===== config.mk =====
export PLATFORM = sky130hd
export DESIGN_NAME = sifhTop
export DESIGN_NICKNAME = d
export VERILOG_FILES = /design/src/sifhPkg.sv /design/src/sramPort.sv /design/src/histSram.sv /design/src/sweepCounter.sv /design/src/sifhSequencer.sv /design/src/histogramEngine.sv /design/src/peakFinder.sv /design/src/sifhTop.sv
export SDC_FILE = /design/constraint.sdc
export NUM_CORES = 1
export LEC_CHECK = 0
export BUFFER_PORTS_ARGS = -buffer_cell sky130_fd_sc_hd__buf_2
export CAP_MARGIN = 10
export CORE_ASPECT_RATIO = 1.1
export CORE_MARGIN = 3
export CORE_UTILIZATION = 65
export DETAILED_ROUTE_END_ITERATION = 10
export PLACE_DENSITY_LB_ADDON = 0.08
export SYNTH_ARGS = -nofsm -noshare
export SYNTH_HDL_FRONTEND = slang
export SYNTH_SLANG_ARGS = --single-unit

===== constraint.sdc =====
create_clock -name clk -period 9 [get_ports clk]
set_clock_uncertainty 0.1 [all_clocks]
set_input_delay 2.25 -clock clk [delete_from_list [all_inputs] [get_ports clk]]
set_output_delay 2.25 -clock clk [all_outputs]
set_load 0.01 [all_outputs]

===== src/sifhPkg.sv =====
package sifhPkg;

    localparam int TS_W             = 8;  // tdc timestamp width
    localparam int BIN_W            = 4;  // bin index width
    localparam int NUM_BINS         = 16;
    localparam int COUNT_W          = 5;  // holds a full pass in one bin
    localparam int SAMPLES_PER_PASS = 16;

    typedef logic [TS_W-1:0]    tsT;
    typedef logic [BIN_W-1:0]   binT;
    typedef logic [COUNT_W-1:0] countT;

    // bin mapping of the current pass
    typedef enum logic {
        PH_COARSE,
        PH_FINE
    } phaseT;

    // command from the sequencer to the histogram engine
    typedef enum logic [1:0] {
        ENG_IDLE,
        ENG_CLEAR,
        ENG_BUILD,
        ENG_SCAN
    } engModeT;

    typedef enum logic [2:0] {
        IDLE,
        CLEAR,
        BUILD,
        DRAIN,
        SCAN,
        FILTER,
        DONE
    } seqStateT;

endpackage


===== src/sramPort.sv =====
`timescale 1ns/1ns

interface sramPort;
    import sifhPkg::*;

    binT   wAddr;
    countT wData;
    logic  wEn;
    binT   rAddr;
    logic  rEn;
    countT rData;  // valid one cycle after rEn

    modport client (
        output wAddr,
        output wData,
        output wEn,
        output rAddr,
        output rEn,
        input  rData
    );

    modport memory (
        input  wAddr,
        input  wData,
        input  wEn,
        input  rAddr,
        input  rEn,
        output rData
    );

endinterface


===== src/histSram.sv =====
`timescale 1ns/1ns

module histSram (
    input logic    clk,
    sramPort.memory mem
);
    import sifhPkg::*;

    countT ram [NUM_BINS];

    always_ff @(posedge clk) begin
        if (mem.wEn) begin
            ram[mem.wAddr] <= mem.wData;
        end
        if (mem.rEn) begin
            mem.rData <= ram[mem.rAddr];  // old word on a same-address write
        end
    end

    // both addresses come from the engine, an X here corrupts a bin silently
    addrKnown: assert property (
        @(posedge clk)
        !((mem.wEn && $isunknown(mem.wAddr)) || (mem.rEn && $isunknown(mem.rAddr)))
    ) else $error("histSram: unknown address with enable high");

endmodule


===== src/sweepCounter.sv =====
`timescale 1ns/1ns

module sweepCounter #(
    parameter int LAST = 15
) (
    input  logic                         clk,
    input  logic                         res,
    input  logic                         clear,
    input  logic                         en,
    output logic [$clog2(LAST+1)-1:0]    value,
    output logic                         last
);

    assign last = (value == LAST);

    always_ff @(posedge clk or negedge res) begin
        if (!res) begin
            value <= '0;
        end else if (clear) begin
            value <= '0;  // clear wins over en
        end else if (en) begin
            if (last) begin
                value <= '0;  // wrap after LAST
            end else begin
                value <= value + 1'b1;
            end
        end
    end

endmodule


===== src/sifhSequencer.sv =====
`timescale 1ns/1ns

module sifhSequencer (
    input  logic             clk,
    input  logic             res,
    input  logic             start,
    input  logic             dataValid,
    input  logic             peakValid,
    output sifhPkg::engModeT mode,
    output sifhPkg::phaseT   phase,
    output sifhPkg::binT     sweepAddr,
    output logic             ready,
    output logic             done
);
    import sifhPkg::*;

    seqStateT state;
    seqStateT nextState;
    logic     cntClear;
    logic     binEn;
    logic     binLast;
    logic     sampleEn;
    logic     sampleLast;
    logic     scanIssued;  // set once all scan reads are sent

    always_comb begin
        nextState = state;
        case (state)
            IDLE:    if (start) nextState = CLEAR;
            CLEAR:   if (binLast) nextState = BUILD;
            BUILD:   if (dataValid && sampleLast) nextState = DRAIN;
            DRAIN:   if (sweepAddr == binT'(1)) nextState = SCAN;  // two cycles
            SCAN: begin
                if (peakValid) begin
                    if (phase == PH_COARSE) begin
                        nextState = FILTER;
                    end else begin
                        nextState = DONE;
                    end
                end
            end
            FILTER:  nextState = CLEAR;  // winBase settles here
            DONE:    nextState = IDLE;
            default: nextState = IDLE;
        endcase
    end

    assign cntClear = (nextState != state);  // fresh count on every phase entry
    assign binEn    = (state == CLEAR) || (state == DRAIN) || ((state == SCAN) && !scanIssued);
    assign sampleEn = (state == BUILD) && dataValid;

    always_comb begin
        case (state)
            CLEAR:   mode = ENG_CLEAR;
            BUILD:   mode = ENG_BUILD;
            SCAN:    mode = scanIssued ? ENG_IDLE : ENG_SCAN;
            default: mode = ENG_IDLE;
        endcase
    end

    always_ff @(posedge clk or negedge res) begin
        if (!res) begin
            state      <= IDLE;
            phase      <= PH_COARSE;
            scanIssued <= 1'b0;
            ready      <= 1'b0;
            done       <= 1'b0;
        end else begin
            state <= nextState;
            ready <= (nextState == BUILD);
            done  <= (nextState == DONE);
            if (state == IDLE && start) begin
                phase <= PH_COARSE;
            end else if (state == FILTER) begin
                phase <= PH_FINE;
            end
            if (state != SCAN) begin
                scanIssued <= 1'b0;
            end else if (binLast) begin
                scanIssued <= 1'b1;
            end
        end
    end

    sweepCounter #(
        .LAST(NUM_BINS - 1)
    ) binCounter (
        .clk  (clk),
        .res  (res),
        .clear(cntClear),
        .en   (binEn),
        .value(sweepAddr),
        .last (binLast)
    );

    sweepCounter #(
        .LAST(SAMPLES_PER_PASS - 1)
    ) sampleCounter (
        .clk  (clk),
        .res  (res),
        .clear(cntClear),
        .en   (sampleEn),
        .value(),
        .last (sampleLast)
    );

    // the tdc is asked for one pass worth of strobes and no more
    readyEndsPass: assert property (
        @(posedge clk) disable iff (!res) ready && dataValid && sampleLast |=> !ready
    ) else $error("sifhSequencer: ready still high after the last sample of a pass");

endmodule


===== src/histogramEngine.sv =====
`timescale 1ns/1ns

module histogramEngine (
    input  logic             clk,
    input  logic             res,
    input  sifhPkg::engModeT mode,
    input  sifhPkg::phaseT   phase,
    input  sifhPkg::binT     sweepAddr,
    input  sifhPkg::tsT      data,
    input  logic             dataValid,
    input  sifhPkg::tsT      winBase,
    sramPort.client          mem,
    output logic             binValid,
    output sifhPkg::binT     binIdx,
    output sifhPkg::countT   binCount
);
    import sifhPkg::*;

    binT   sampleBin;
    logic  inWindow;
    logic  sampleHit;
    logic  s1Valid;   // stage one read in flight
    binT   s1Bin;
    logic  fwdValid;  // write of the previous cycle
    binT   fwdBin;
    countT fwdCount;
    countT oldCount;
    countT incCount;
    logic  wrEn;
    binT   wrBin;
    countT wrCount;
    logic  scanValid;
    binT   scanBin;

    assign inWindow  = (data[TS_W-1 -: BIN_W] == winBase[TS_W-1 -: BIN_W]);
    assign sampleBin = (phase == PH_COARSE) ? data[TS_W-1 -: BIN_W] : data[BIN_W-1:0];
    assign sampleHit = (mode == ENG_BUILD) && dataValid && ((phase == PH_COARSE) || inWindow);

    // sram returns the stale word when the same bin was written last cycle
    assign oldCount = (fwdValid && fwdBin == s1Bin) ? fwdCount : mem.rData;
    assign incCount = (oldCount == '1) ? oldCount : oldCount + 1'b1;

    always_comb begin
        wrEn    = s1Valid;
        wrBin   = s1Bin;
        wrCount = incCount;
        if (mode == ENG_CLEAR) begin
            wrEn    = 1'b1;
            wrBin   = sweepAddr;
            wrCount = '0;
        end
    end

    assign mem.wEn   = wrEn;
    assign mem.wAddr = wrBin;
    assign mem.wData = wrCount;
    assign mem.rEn   = sampleHit || (mode == ENG_SCAN);
    assign mem.rAddr = (mode == ENG_SCAN) ? sweepAddr : sampleBin;

    always_ff @(posedge clk or negedge res) begin
        if (!res) begin
            s1Valid   <= 1'b0;
            fwdValid  <= 1'b0;
            scanValid <= 1'b0;
        end else begin
            s1Valid   <= sampleHit;
            fwdValid  <= wrEn;
            scanValid <= (mode == ENG_SCAN);
        end
    end

    always_ff @(posedge clk) begin
        s1Bin    <= sampleBin;
        fwdBin   <= wrBin;
        fwdCount <= wrCount;
        scanBin  <= sweepAddr;  // lines up with the registered read
    end

    assign binValid = scanValid;
    assign binIdx   = scanBin;
    assign binCount = mem.rData;

    // clear sweep or stage one bin, both must be known when written
    writeAddrKnown: assert property (
        @(posedge clk) disable iff (!res)
        wrEn |-> !$isunknown(wrBin)
    ) else $error("histogramEngine: write to an unknown bin");

endmodule


===== src/peakFinder.sv =====
`timescale 1ns/1ns

module peakFinder (
    input  logic           clk,
    input  logic           res,
    input  sifhPkg::phaseT phase,
    input  logic           binValid,
    input  sifhPkg::binT   binIdx,
    input  sifhPkg::countT binCount,
    output logic           peakValid,
    output sifhPkg::binT   peakBin,
    output sifhPkg::countT peakCount,
    output sifhPkg::tsT    winBase
);
    import sifhPkg::*;

    logic firstBin;
    logic lastBin;
    logic better;

    assign firstBin = (binIdx == '0);
    assign lastBin  = (binIdx == binT'(NUM_BINS - 1));
    assign better   = firstBin || (binCount > peakCount);  // strict, lowest bin keeps a tie

    always_ff @(posedge clk or negedge res) begin
        if (!res) begin
            peakValid <= 1'b0;
            peakBin   <= '0;
            peakCount <= '0;
            winBase   <= '0;
        end else begin
            peakValid <= binValid && lastBin;
            if (binValid && better) begin
                peakBin   <= binIdx;
                peakCount <= binCount;
            end
            if (peakValid && phase == PH_COARSE) begin
                winBase <= {peakBin, {(TS_W - BIN_W){1'b0}}};  // whole coarse bin range
            end
        end
    end

endmodule


===== src/sifhTop.sv =====
`timescale 1ns/1ns

module sifhTop (
    input  logic           clk,
    input  logic           res,
    input  logic           start,
    input  sifhPkg::tsT    data,
    input  logic           dataValid,
    output logic           ready,
    output logic           done,
    output sifhPkg::tsT    peakTime,
    output sifhPkg::countT peakCount
);
    import sifhPkg::*;

    engModeT mode;
    phaseT   phase;
    binT     sweepAddr;
    logic    binValid;
    binT     binIdx;
    countT   binCount;
    logic    peakValid;
    binT     peakBin;
    countT   bestCount;
    tsT      winBase;

    sramPort sram ();

    sifhSequencer sequencer (
        .clk      (clk),
        .res      (res),
        .start    (start),
        .dataValid(dataValid),
        .peakValid(peakValid),
        .mode     (mode),
        .phase    (phase),
        .sweepAddr(sweepAddr),
        .ready    (ready),
        .done     (done)
    );

    histogramEngine engine (
        .clk      (clk),
        .res      (res),
        .mode     (mode),
        .phase    (phase),
        .sweepAddr(sweepAddr),
        .data     (data),
        .dataValid(dataValid),
        .winBase  (winBase),
        .mem      (sram.client),
        .binValid (binValid),
        .binIdx   (binIdx),
        .binCount (binCount)
    );

    peakFinder finder (
        .clk      (clk),
        .res      (res),
        .phase    (phase),
        .binValid (binValid),
        .binIdx   (binIdx),
        .binCount (binCount),
        .peakValid(peakValid),
        .peakBin  (peakBin),
        .peakCount(bestCount),
        .winBase  (winBase)
    );

    histSram memory (
        .clk(clk),
        .mem(sram.memory)
    );

    // fine peak is final on the same edge that raises done
    always_ff @(posedge clk or negedge res) begin
        if (!res) begin
            peakTime  <= '0;
            peakCount <= '0;
        end else if (peakValid && phase == PH_FINE) begin
            peakTime  <= {winBase[TS_W-1 -: BIN_W], peakBin};
            peakCount <= bestCount;
        end
    end

endmodule


# --- Word level (Yosys, flattened, before mapping) ---
# Memory sizes are Yosys's and may differ from the RTL's. A register that Yosys moved wholly into a read port is not among the register bits.
# Index checks and enable logic that the tools add are counted.
totals:
  register_bits: 62
  ramBits: 80
  inputBits: 12
  out_inout_bits: 15
  elab_cells: 96
  mem_count: 1
mem_list:
  columns: ["memory", "words", "word_bits", "rd", "rd_ports_with_merged_regs", "wr", "line_no", "text"]
  rows:
  - ["memory.ram", 16, 5, 1, 1, 1, "histSram.sv:9", "countT ram [NUM_BINS];"]
classes:
  add_sub_neg: 3
  order_cmp: 1
  n_eq_ne: 19
  mux: 28
  bitwise_logic: 1
  reduce_logical: 23
op_table:
  columns: ["cell", "n"]
  rows:
  - ["4-bit 2-to-1 mux", 9]
  - ["3-bit one-hot mux with 6 select lines", 1]
  - ["3-bit 2-to-1 mux", 5]
  - ["5-bit 2-to-1 mux", 3]
  - ["4-bit == test, second input constant", 3]
  - ["1-bit logical AND", 11]
  - ["3-bit by 2-bit == test with 1-bit output, second input constant", 3]
  - ["3-bit == test, second input constant", 3]
  - ["4-bit by 1-bit adder with 4-bit output, second input constant", 2]
  - ["4-bit == test", 2]
  - ["2-bit nonzero test", 4]
  - ["1-bit 2-to-1 mux", 7]
  - ["2-bit one-hot mux with 3 select lines", 1]
  - ["5-bit by 1-bit adder with 5-bit output, second input constant", 1]
  - ["5-bit == test, second input constant", 1]
  - ["5-bit greater-than comparator", 1]
  - ["1-bit logical OR", 5]
  - ["2-bit == test, second input constant", 2]
  - ["4-bit by 1-bit == test with 1-bit output, second input constant", 1]
  - ["4-bit logical NOT", 1]
  - ["2-bit 2-to-1 mux", 2]
  - ["3-bit by 1-bit == test with 1-bit output, second input constant", 1]
  - ["3-bit logical NOT", 1]
  - ["3-bit inequality test", 1]
  - ["4 further kinds", 4]

# --- Logic depth before layout (Yosys ltp) ---
# Gate-level depths: netlist (run 1).
depth:
  depth_word: 6
  ltp_mapped: 10
  depth_no_buf: 9

# --- Modules after synthesis ---
# Synthesis (run 1) repeated with hierarchy kept, for this count alone.
hier_totals:
  cells_unflattened: 432
  area_unflattened_um2: 6383.6
modules_own_cells:
  columns: ["module", "instances", "cells_each", "area_per_inst_um2", "seq_area_each_um2"]
  rows:
  - ["histSram", 1, 155, 3263.1, 2552.4]
  - ["histogramEngine", 1, 103, 1002.2, 415.4]
  - ["peakFinder", 1, 56, 715.7, 350.3]
  - ["sifhTop", 1, 28, 526.8, 325.3]
  - ["sifhSequencer", 1, 50, 462.9, 175.2]
  - ["sweepCounter", 2, 20, 206.4, 100.1]

# --- Least setup slack after synthesis (run 1) ---
# OpenSTA, ideal clock, no wires.
synth_timing:
  path_type: "in2reg"
  startpoint: "in data[1]"
  endpoint: "reg memory.mem.rData[0], read port of memory.ram, data pin"
  setup_time_ns: 0.272
  arrival_time_ns: 3.781
  required_ns: 8.628
  path_slack_ns: 4.847
  path_stages: 6
  n_path_buf: 1
  cell_sequence: "mux2_2 > mux2i_1 > buf_2 > mux2i_1 > o22ai_1 > or4_1"
synth_between:
  elab_chain_len: 2
synth_rtl:
  columns: ["element", "line_no", "text"]
  rows:
  - ["start: declaration", "sifhTop.sv:7", "input sifhPkg::tsT data,"]
  - ["4-bit 2-to-1 mux", "histogramEngine.sv:36", "assign sampleBin = (phase == PH_COARSE) ? data[TS_W-1 -: BIN_W] : data[BIN_W-1:0];"]
  - ["4-bit 2-to-1 mux", "histogramEngine.sv:58", "assign mem.rAddr = (mode == ENG_SCAN) ? sweepAddr : sampleBin;"]
  - ["end: declaration", "sramPort.sv:28", "output rData"]
# Every way passes these cells.
# A chain may end at the register's enable or synchronous reset.

# --- Worst setup path in the final report (run 1) ---
layout_timing:
  startpoint: "in data[5]"
  endpoint: "reg memory.mem.rData[4], read port of memory.ram, data pin"
layout_between:
  elab_cells_between_ends: 6
  cone_classes: "1 x eq/ne; 2 x mux; 3 x reduce/logical"
layout_rtl:
  columns: ["element", "line_no", "text"]
  rows:
  - ["4-bit 2-to-1 mux", "histogramEngine.sv:36", null]
  - ["via engine.sampleBin[1]", "histogramEngine.sv:19", "binT sampleBin;"]
  - ["4-bit 2-to-1 mux", "histogramEngine.sv:58", null]
# The timed path passes the listed nets, and every way through them passes these cells.

==> results of run 1 <==
-- power by group through the flow --
| stage | sequential, W | clock, W | combinational [W] |
|---|---|---|---|
| after floorplan | 0.000868 | 0 | 0.000202 |
| after global placement | 0.000898 | 0 | 0.000260 |
| after detailed placement | 0.000900 | 0 | 0.000267 |
| after CTS | 0.000888 | 0.000657 | 0.000270 |
| after global routing | 0.000896 | 0.000687 | 0.000310 |
| final | 0.000888 | 0.000650 | 0.000275 |
-- stage by stage --
step	hold WS [ns]	setup WS, ns	power [W]	cells	utilization
2_1_floorplan	0.2693	4.847	0.001069	468	-
5_1_grt	0.3995	4.671	0.001893	634	0.7592
4_1_cts	0.3813	4.719	0.001815	632	0.7576
6_report	0.3746	4.670	0.001812	634	0.7592
3_3_place_gp	0.3591	4.261	0.001158	600	0.6990
3_5_place_dp	0.3668	4.211	0.001168	600	0.6990
-- logic make-up after synthesis --
family                   after synthesis  synth area share
flip-flops                           147            0.6364
AND/OR/NAND/NOR                      115           0.09887
AO/OA/AOI/OAI                         79           0.08362
multiplexers                          75            0.1250
buffers and inverters                 30           0.02021
XOR/XNOR                              13           0.01803
adder cells (fa/ha/maj)                9           0.01783
-- cell usage in the layout, fill, tap and decap left out, drive strengths merged, types with 17 or more instances in the layout --
cell type	count
dfxtp	17
nand2	26
mux2	31
clkbuf	18
mux2i	44
a21oi	22
inv	18
edfxtp	85
nor2	34
dfrtp	45
buf	32
o22ai	23
-- sequential cells by signal (all words and copies together) (netlist names), 3 cells and up --
signal / count
peakTime: 8
finder.winBase: 4
finder.peakCount: 5
engine.binIdx: 4
engine.s1Bin: 4
memory.mem.rData: 5
finder.peakBin: 4
engine.fwdCount: 5
sequencer.state: 3
sequencer.sampleCounter.value: 4
peakCount: 5
sequencer.binCounter.value: 4
engine.fwdBin: 4
memory.ram: 80
-- area by class of cell --
type                            instances  area (µm²)  area share
Sequential cell                       147        4019      0.5633
Inverter                               15       56.30    0.007892
Tap cell                              117       146.4     0.02052
Clock inverter                         14       132.6     0.01859
Clock buffer                           18       417.9     0.05858
Timing Repair Buffer                   32       175.2     0.02455
Multi-Input combinational cell        291        2187      0.3066
-- per-layer routing --
layer,vias up,GRT usage
met5,-,0
met4,0,0.1126
met3,21,0.06536
met2,134,0.3851
met1,1908,0.3040
li1,1835,-
-- worst max-delay path, delay by kind of cell --
family	cells	cell delay, ns
muxes	3	0.84
and+or+nand+nor	1	0.53
AOI/OAI and AO/OA	1	0.17
buffers and inverters	2	0.68
-- final timing paths --
kind	startpoint	end	slack (ns)	cells past startpoint
setup / recovery	data[5]	memory.mem.rData[4]	4.67	7
hold / removal	peakCount[1]	peakCount[1]	0.37	2
setup reg to reg	engine.s1Bin[3]	memory.ram[14][1]	5.11	8
hold reg to reg	peakCount[1]	peakCount[1]	0.37	2
max in group asynchronous	res	finder.peakCount[2]	6.39	1
min in group asynchronous	res	sequencer.phase	1.77	1
==> metrics.cfg, run 1 <==
[cells_and_area]
postLayoutCellArea_mm2 = 0.007134
drive_gt1_frac = 0.2166
antenna_cells = 0
syn2layout_area_growth_pct = 12.98
nets = 525
fillers = 601

[clock_tree]
htreeDepth = 4
cts_tree = built
numCtsBuffers = 17
clk_latency_ns = 0.54
ctsHoldBuffers = 0
cts_buffer_depth = 2
cts_sinks = 147
postCtsSetupRepairBufs = 0
clk_pin_slew_worst_paths_ns = 0.06
ctsResizeCount = 0
root_buffer = clkbuf_8

[timing]
maxSlewViolCount = 0
hold_viol_final = 0
max_slew_margin = 0.2342
rsz0062_at_grt = no
worstMarginPinSlew_ns = 1.145
finalSetupViolations = 0
period_share = 0.4812
finalCriticalPeriod_ns = 4.330
finalSetupTns_ns = 0
max_freq_mhz = 230.9

[yosys]
synth_area_leaders = edfxtp_1 40%, dfrtp_1 18%, mux2i_1 7.0%, mux2_2 5.5%, dfxtp_1 5.4%
syn_avg_cell_area_um2 = 13.49
synth_top_cell_by_area = edfxtp_1
syn_nets = 489
ys_async_sr_fraction = 0.3061
synth_edf_count = 85
synth_flop_cell = edfxtp_1
netlist_area_mm2 = 0.006315
synth_top_cells_by_count = 85 x edfxtp_1, 45 x dfrtp_1, 44 x mux2i_1, 33 x nor2_1, 31 x mux2_2
synth_cell_types = 52
synthMostInstantiatedCell = edfxtp_1
yosys_warnings = 0
ys_seq_area_frac = 0.6364
synthCells = 468
ys_seq_elements = 147
synth_top_area_share = 0.4042

[setup_path]
crit_type = in2reg
slowest_delay_ns = 0.57
crit_path_top_delay_cell = buf_4
worstPathMaxFanout = 40
worstPathArrival_ns = 4.50
crit_chain = buf_2, mux2_2, mux2i_4, buf_4, mux2i_1, o22ai_1, or4_1
cp-end-kind = flip-flop
crit_path_start_kind = primary input
cp.required_ns = 9.17

[power_and_ir_drop]
power_density_mw_per_mm2 = 254.0
power.internal_w = 0.001290
power_frac_clock = 0.359
swShare = 0.2884
pwr-share-seq = 0.490
power_leakage_nw = 2.827
peakVddDrop_mv = 0.1698
comb_power_share = 0.152
p_sw_w = 0.0005226

[drt]
wl_met2_um = 6082
wl_met3_um = 661
top_layer_used = met4
vias_per_cell = 6.148
wl_met1_um = 5215
routed-via-count = 3898
wirelength_um = 12250
drt_pass1_iterations = 4
ant_nets = 0
drc = 0
drtIter0Drc = 301
routedWlPerCell_um = 19.32

[floorplanning]
dieWidth_um = 99.98
start_util = 0.6719
num_rows = 37
core_area_mm2 = 0.009398
die_y_um = 109.4
io_pins = 27
dieArea_mm2 = 0.01094

[placed_design]
gp_congestion = 0.8794
portBuffers = 26
placed_area_mm2 = 0.006569
place_hpwl_um = 8438

[global_routing]
overflow = 0
grt_max_degree = 46
grt_pass1_wl_um = 19360
grt_pass1_vias = 3777
grt_usage = 0.2391
antenna_found_initial = 0

[flow_run]
cap_violations = 0

[status]
outcome = finished clean

[worst_hold_path]
hp-class = reg2reg

(Power assumes the default switching activity.)
==> run 2, diff against run 1 <==
--- a/config.mk
+++ b/config.mk
@@ -5,11 +5,12 @@
 export SDC_FILE = /design/constraint.sdc
 export NUM_CORES = 1
 export LEC_CHECK = 0
+export ABC_AREA = 1
 export BUFFER_PORTS_ARGS = -buffer_cell sky130_fd_sc_hd__buf_2
 export CAP_MARGIN = 10
 export CORE_ASPECT_RATIO = 1.1
 export CORE_MARGIN = 3
-export CORE_UTILIZATION = 65
+export CORE_UTILIZATION = 55
 export DETAILED_ROUTE_END_ITERATION = 10
 export PLACE_DENSITY_LB_ADDON = 0.08
 export SYNTH_ARGS = -nofsm -noshare
==> constraint.sdc (replaced) <==
create_clock -name clk -period 3.5 [get_ports clk]
set_clock_uncertainty 0.1 [all_clocks]
set_input_delay 0.875 -clock clk [delete_from_list [all_inputs] [get_ports clk]]
set_output_delay 0.875 -clock clk [all_outputs]
set_load 0.01 [all_outputs]
==> run 2 against run 1 <==
Effect of this change:
- utilization fell by 10 points
- via count grew 18%
- wire length increased by 9.7%
- non-clock buffer count grew 2
- global-route usage decreased by 1.5 points
- cell area grew 3.4%
- worst hold slack worse by 0.0019 ns
- sequential share of layout area is 1.9 points lower
- final cell count increased by 34%
==> metrics.cfg, run 2 <==
[timing]
max_freq_mhz = 376.7
maxSlewViolCount = 0  ; unchanged
period_share = 0.7584
max_slew_margin = 0.3276  ; was 0.2342
worstMarginPinSlew_ns = 1.009  ; was 1.145 ns
finalSetupViolations = 0  ; unchanged
hold_viol_final = 0  ; unchanged
finalCriticalPeriod_ns = 2.654
rsz0062_at_grt = no  ; unchanged
finalSetupTns_ns = 0  ; unchanged
setup_ws_ns = 0.8456  ; was 4.670 ns

[global_routing]
grt_pass1_vias = 4673  ; was 3,777
overflow = 0  ; unchanged
grt_max_degree = 48  ; was 46
grt_usage = 0.2238  ; was 0.2391
grt_pass1_wl_um = 22360  ; was 19,360 µm
antenna_found_initial = 0  ; unchanged

[setup_path]
path_buf_inv = 3  ; was 2
cp_top_family = simple AND/OR/NAND/NOR gates  ; was multiplexers
crit_path_top_delay_cell = inv_1  ; was buf_4
crit_type = reg2reg  ; was in2reg
cp.required_ns = 3.54  ; was 9.17 ns
cp-end-kind = flip-flop  ; unchanged
cpMostUsedCell = nand2_1
r2r-end = memory.ram[7][3]  ; was memory.ram[14][1]
r2r_start = engine.s1Bin[2]  ; was engine.s1Bin[3]
slowest_delay_ns = 0.44  ; was 0.57 ns
crit_path_start_kind = flip-flop  ; was primary input
worstPathArrival_ns = 2.69  ; was 4.50 ns
r2r_slack_ns = 0.85  ; was 5.11 ns
worstPathMaxFanout = 17  ; was 40
r2r_cells = 13  ; was 8
crit_chain = inv_1, nand2_1, nand2_1, nor2_1, nand4_1, nand2_1, ha_1, inv_1, nor2_2, nand3_1, nand3_1, nand2_1, inv_1  ; was buf_2, mux2_2, mux2i_4, buf_4, mux2i_1, o22ai_1, or4_1

[yosys]
netlist_area_mm2 = 0.006471  ; was 0.006315 mm²
synthCells = 657  ; was 468
syn_avg_cell_area_um2 = 9.850  ; was 13.49 µm²
synthMostInstantiatedCell = nand2_1  ; was edfxtp_1
ys_seq_area_frac = 0.6210  ; was 0.6364
syn_nets = 678  ; was 489
synth_flop_cell = edfxtp_1  ; unchanged
synth_top_cells_by_count = 184 x nand2_1, 88 x inv_1, 85 x edfxtp_1, 52 x nand3_1, 45 x dfrtp_1  ; was 85 x edfxtp_1, 45 x dfrtp_1, 44 x mux2i_1, 33 x nor2_1, 31 x mux2_2
synth_top_cell_by_area = edfxtp_1  ; unchanged
ys_async_sr_fraction = 0.3061  ; unchanged
synth_top_area_share = 0.3944  ; was 0.4042
yosys_warnings = 0  ; unchanged
synth_area_leaders = edfxtp_1 39%, dfrtp_1 17%, nand2_1 11%, dfxtp_1 5.3%, inv_1 5.1%  ; was edfxtp_1 40%, dfrtp_1 18%, mux2i_1 7.0%, mux2_2 5.5%, dfxtp_1 5.4%
synth_cell_types = 37  ; was 52
ys_seq_elements = 147  ; unchanged
synth_edf_count = 85  ; unchanged

[status]
outcome = finished clean  ; unchanged

[worst_hold_path]
holdPathStages = 2  ; unchanged
hp-class = reg2reg  ; unchanged
hold_end = finder.peakValid  ; was peakCount[1]
min-delay-start = engine.binIdx[1]  ; was peakCount[1]

[cells_and_area]
final_cell_mix = 184 x nand2_1, 88 x inv_1, 85 x edfxtp_1  ; was 85 x edfxtp_1, 45 x dfrtp_1, 43 x mux2i_1
largest_reg_flops = 80  ; unchanged
syn2layout_area_growth_pct = 14.02  ; was 12.98%
fin_cells = 851  ; was 634
final_common_cell = nand2_1  ; was edfxtp_1
nets = 712  ; was 525
largest_register = memory.ram  ; unchanged
largestRegisters = memory.ram x80, peakTime x8  ; unchanged
antenna_cells = 0  ; unchanged
drive_gt1_frac = 0.1278  ; was 0.2166

[drt]
drt_pass1_iterations = 4  ; unchanged
routedWlPerCell_um = 15.79  ; was 19.32 µm
drc = 0  ; unchanged
wirelength_um = 13440  ; was 12,250 µm
ant_nets = 0  ; unchanged
vias_per_cell = 5.418  ; was 6.148
drtIter0Drc = 338  ; was 301
routed-via-count = 4611  ; was 3,898

[clock_tree]
ctsResizeCount = 0  ; unchanged
clk_pin_slew_worst_paths_ns = 0.06  ; about the same
cts_buffer_depth = 2  ; unchanged
ctsHoldBuffers = 0  ; unchanged
root_buffer = clkbuf_16  ; was clkbuf_8
cts_sinks = 147  ; unchanged
numCtsBuffers = 17  ; unchanged
clk_latency_ns = 0.42  ; was 0.54 ns
htreeDepth = 4  ; unchanged
cts_tree = built  ; unchanged
postCtsSetupRepairBufs = 0  ; unchanged

[power_and_ir_drop]
power.internal_w = 0.004149  ; was 0.001290 W
p_sw_w = 0.002135  ; was 0.0005226 W
pwr-share-seq = 0.409  ; was 0.490
comb_power_share = 0.282  ; was 0.152
swShare = 0.3398  ; was 0.2884
power_density_mw_per_mm2 = 851.8  ; was 254.0 mW/mm²
power_frac_clock = 0.309  ; was 0.359
peakVddDrop_mv = 0.5986  ; was 0.1698 mV
power_leakage_nw = 3.267  ; was 2.827 nW

[placed_design]
portBuffers = 26  ; unchanged
placed_cells = 819  ; was 600
place_hpwl_um = 9462  ; was 8438 µm
pre_cts_ws_ns = 0.7012  ; was 4.211 ns
gp_congestion = 0.9206  ; was 0.8794

[floorplanning]
dieWidth_um = 109.4  ; was 99.98 µm
num_rows = 40  ; was 37
core_area_mm2 = 0.01121  ; was 0.009398 mm²
io_pins = 27  ; unchanged
start_util = 0.5772  ; was 0.6719
dieArea_mm2 = 0.01310  ; was 0.01094 mm²
die_y_um = 119.8  ; was 109.4 µm

[flow_run]
cap_violations = 0  ; unchanged

[run 2: cells by family (layout without fill, tap and decap cells)]
family	count (synthesis)	in the layout	synth area share
simple gates	307	307	0.2061
mux	6	6	0.01025
flops	147	147	0.6210
fa+ha+maj	9	9	0.01740
xor+xnor	6	6	0.008121
compound gates	72	72	0.06613
buf+inv	110	157	0.07096
[run 2: worst max path at each step]
| stage | from | end | slack, ns | depth (start not counted) |
|---|---|---|---|---|
| 2_1_floorplan | engine.fwdBin[1] | memory.ram[0][2] | 1.16 | 11 |
| 3_3_place_gp | data[4] | memory.mem.rData[2] | 0.72 | 11 |
| 3_5_place_dp | data[4] | memory.mem.rData[0] | 0.70 | 11 |
| 4_1_cts | engine.s1Bin[2] | memory.ram[11][3] | 0.84 | 13 |
| 5_1_grt | engine.s1Bin[2] | memory.ram[13][3] | 0.55 | 13 |
| 6_report | engine.s1Bin[2] | memory.ram[7][3] | 0.85 | 13 |
[run 2: routing by layer]
layer / global-route usage / part of all wire
met3: 0.05594 / 0.048
met5: 0 / 0
met4: 0.1193 / 0.035
met1: 0.2645 / 0.41
met2: 0.3718 / 0.50
[run 2: worst reg2reg max path: cells and delay by family, from the launching register on]
family	cells	cell delay, ns
flip-flops	1	0.33
adder cells (fa/ha/maj)	1	0.16
buffers and inverters	3	0.56
AND/OR/NAND/NOR	9	1.22
[run 2: cell type report]
cell class | instances | area, µm²
clock inverters | 15 | 212.7
flip-flops and latches | 147 | 4019
fillers | 926 | 3832
well taps | 147 | 183.9
repair buffers | 34 | 202.7
clock buffers | 17 | 425.4
inverters | 91 | 341.6
multi-input cells | 400 | 1993
[run 2: power groups by stage]
stage / sequential [W] / combinational, W / clock, W
floorplan: 0.00254 / 0.00126 / 0
global placement: 0.00259 / 0.00173 / 0
detailed placement: 0.00260 / 0.00177 / 0
CTS: 0.00257 / 0.00178 / 0.00197
global route: 0.00260 / 0.00200 / 0.00206
finish: 0.00257 / 0.00177 / 0.00194
[run 2: stage by stage]
step	area (µm²)	util	hold slack, ns	total power [W]
floorplan	6471	-	0.2863	0.003805
global placement	6740	0.6012	0.3506	0.004321
detailed placement	6740	0.6012	0.3582	0.004373
CTS	7378	0.6581	0.3632	0.006321
global route	7378	0.6581	0.3879	0.006659
finish	7378	0.6581	0.3728	0.006285
==> run 3, diff against run 2 <==
==> constraint.sdc (replaced) <==
create_clock -name clk -period 2.2 [get_ports clk]
set_clock_uncertainty 0.1 [all_clocks]
set_input_delay 0.55 -clock clk [delete_from_list [all_inputs] [get_ports clk]]
set_output_delay 0.55 -clock clk [all_outputs]
set_load 0.01 [all_outputs]
==> run 3 against run 2 <==
Effect of this change:
- the run now ends with negative setup slack left
- via count rose by 6.9%
- combinational power increased by 130%
- clock-buffer cell count is 10 higher
- critical endpoint is now memory.ram[0][3]
- largest cell class unchanged
- highest routed layer unchanged
==> metrics.cfg, run 3 (synthesized netlist as in run 2, its figures left out) <==
[status]
outcome = finished with violations  ; was finished clean
violations = negative setup slack

[global_routing]
grt_max_degree = 46  ; was 48
grt_usage = 0.2307  ; was 0.2238
grt_pass1_wl_um = 23030  ; was 22,360 µm
grt_pass1_vias = 4833  ; was 4,673
antenna_found_initial = 0  ; unchanged
overflow = 0  ; unchanged

[timing]
setup_ws_ns = -0.04167  ; was 0.8456 ns
maxSlewViolCount = 0  ; unchanged
max_slew_margin = 0.6139  ; was 0.3276
rsz0062_at_grt = yes  ; was no
hold_slack_ns = 0.1103  ; was 0.3728 ns
finalCriticalPeriod_ns = 2.242  ; was 2.654 ns
hold_viol_final = 0  ; unchanged
max_freq_mhz = 446.1  ; was 376.7 MHz
finalSetupViolations = 38  ; was 0
finalSetupTns_ns = -0.7865  ; was 0 ns
period_share = 1.019  ; was 0.7584
worstMarginPinSlew_ns = 0.5753  ; was 1.009 ns

[drt]
drtIter0Drc = 387  ; was 338
routedWlPerCell_um = 16.40  ; was 15.79 µm
ant_nets = 0  ; unchanged
routed-via-count = 4930  ; was 4,611
drc = 0  ; unchanged
wirelength_um = 14960  ; was 13,440 µm
drt_pass1_iterations = 5  ; was 4
vias_per_cell = 5.406  ; was 5.418

[floorplanning]
die_y_um = 119.8  ; unchanged
dieArea_mm2 = 0.01310  ; unchanged
core_area_mm2 = 0.01121  ; unchanged
start_util = 0.5772  ; unchanged
io_pins = 27  ; unchanged
num_rows = 40  ; unchanged
dieWidth_um = 109.4  ; unchanged

[setup_path]
r2r_cells = 16  ; was 13
crit_path_start_kind = flip-flop  ; unchanged
crit_type = reg2reg  ; unchanged
cp-end-kind = flip-flop  ; unchanged
r2r_start = engine.fwdBin[1]  ; was engine.s1Bin[2]
r2r_slack_ns = -0.04  ; was 0.85 ns
r2r-end = memory.ram[0][3]  ; was memory.ram[7][3]
worstPathMaxFanout = 8  ; was 17
slowest_delay_ns = 0.34  ; was 0.44 ns
crit_path_top_delay_cell = dfxtp_1  ; was inv_1
worstSetupStartpoint = engine.fwdBin[1]  ; was engine.s1Bin[2]
worstPathArrival_ns = 2.42  ; was 2.69 ns
crit_chain = inv_1, nand2_1, nand2_1, nor2_1, buf_4, nand4_1, nand2_2, ha_4, inv_4, nor2_4, nand3_2, buf_6, nand3_2, nand2_2, inv_4, clkbuf_16  ; was inv_1, nand2_1, nand2_1, nor2_1, nand4_1, nand2_1, ha_1, inv_1, nor2_2, nand3_1, nand3_1, nand2_1, inv_1
cp.required_ns = 2.37  ; was 3.54 ns

[cells_and_area]
fin_util = 0.7298  ; was 0.6581
drive_gt1_frac = 0.2549  ; was 0.1278
final_common_cell = nand2_1  ; unchanged
largest_reg_flops = 80  ; unchanged
fillers = 774  ; was 926
nets = 773  ; was 712
largest_register = memory.ram  ; unchanged
antenna_cells = 0  ; unchanged
postLayoutCellArea_mm2 = 0.008182  ; was 0.007378 mm²
syn2layout_area_growth_pct = 26.43  ; was 14.02%
final_cell_mix = 176 x nand2_1, 85 x edfxtp_1, 81 x inv_1  ; was 184 x nand2_1, 88 x inv_1, 85 x edfxtp_1
fin_cells = 912  ; was 851
largestRegisters = memory.ram x80, peakTime x8  ; unchanged

[placed_design]
placed_area_mm2 = 0.007087  ; was 0.006740 mm²
gp_congestion = 0.8800  ; was 0.9206
place_hpwl_um = 9357  ; was 9462 µm
portBuffers = 26  ; unchanged
placed_cells = 859  ; was 819

[clock_tree]
root_buffer = clkbuf_16  ; unchanged
cts_sinks = 147  ; unchanged
cts_tree = built  ; unchanged
htreeDepth = 4  ; unchanged
cts_buffer_depth = 2  ; unchanged
clk_pin_slew_worst_paths_ns = 0.06  ; about the same
numCtsBuffers = 17  ; unchanged
clk_latency_ns = 0.41  ; was 0.42 ns

[flow_run]
cap_violations = 0  ; unchanged

[power_and_ir_drop]
peakVddDrop_mv = 0.6940  ; was 0.5986 mV
power_density_mw_per_mm2 = 1364  ; was 851.8 mW/mm²
power_leakage_nw = 3.663  ; was 3.267 nW

[worst_hold_path]
hp-class = in2async  ; was reg2reg

-- run 3: metal layers --
metal  part of all wire  wire [µm]  track usage
met5                  0          0            0
met4              0.035        520       0.1044
met3              0.052        774      0.04949
met2               0.52       7726       0.3931
met1               0.40       5937       0.2773
-- run 3: layout make-up --
type	instances	area, µm²	share of cell area
clock buffers	27	578.1	0.07065
repair buffers	94	798.3	0.09757
flip-flops and latches	147	4026	0.4921
well taps	147	183.9	0.02248
clock inverters	5	55.05	0.006729
multi-input cells	400	2182	0.2667
repair inverters	1	7.507	0.0009176
inverters	91	350.3	0.04282
-- run 3: repair_timing --
action / in CTS / in global routing
cloned: 1 / 3
pin swaps: 7 / 19
setup buffers: 9 / 8
hold buffers: 0 / 0
setup endpoints to repair: 81 / 179
gates resized for setup: 18 / 50
-- run 3: how the worst max path moves through the flow --
stage / to / depth (start not counted)
floorplan: memory.ram[0][4] / 11
global placement: memory.ram[15][0] / 14
detailed placement: memory.ram[13][0] / 14
CTS: memory.ram[1][3] / 17
global route: memory.ram[0][3] / 16
finish: memory.ram[0][3] / 16
-- run 3: per-stage QoR --
step / setup WS [ns] / power [W]
6_report: -0.04167 / 0.01116
3_3_place_gp: -0.2190 / 0.007327
5_1_grt: -0.1501 / 0.01174
2_1_floorplan: 0.04063 / 0.006070
3_5_place_dp: -0.2292 / 0.007407
4_1_cts: 0.004052 / 0.01065
-- run 3: where the power goes --
group	leakage (nW)	switching [W]	internal, W
registers	1.54	0.000247	0.00384
logic	1.81	0.00254	0.00156
clock network	0.311	0.00106	0.00192
-- run 3: worst max-delay path: cells and delay by family, from the launching register on --
family                   cells  cell delay (ns)
AND/OR/NAND/NOR              9             0.89
buffers and inverters        6             0.61
adder cells (fa/ha/maj)      1             0.15
flip-flops                   1             0.34
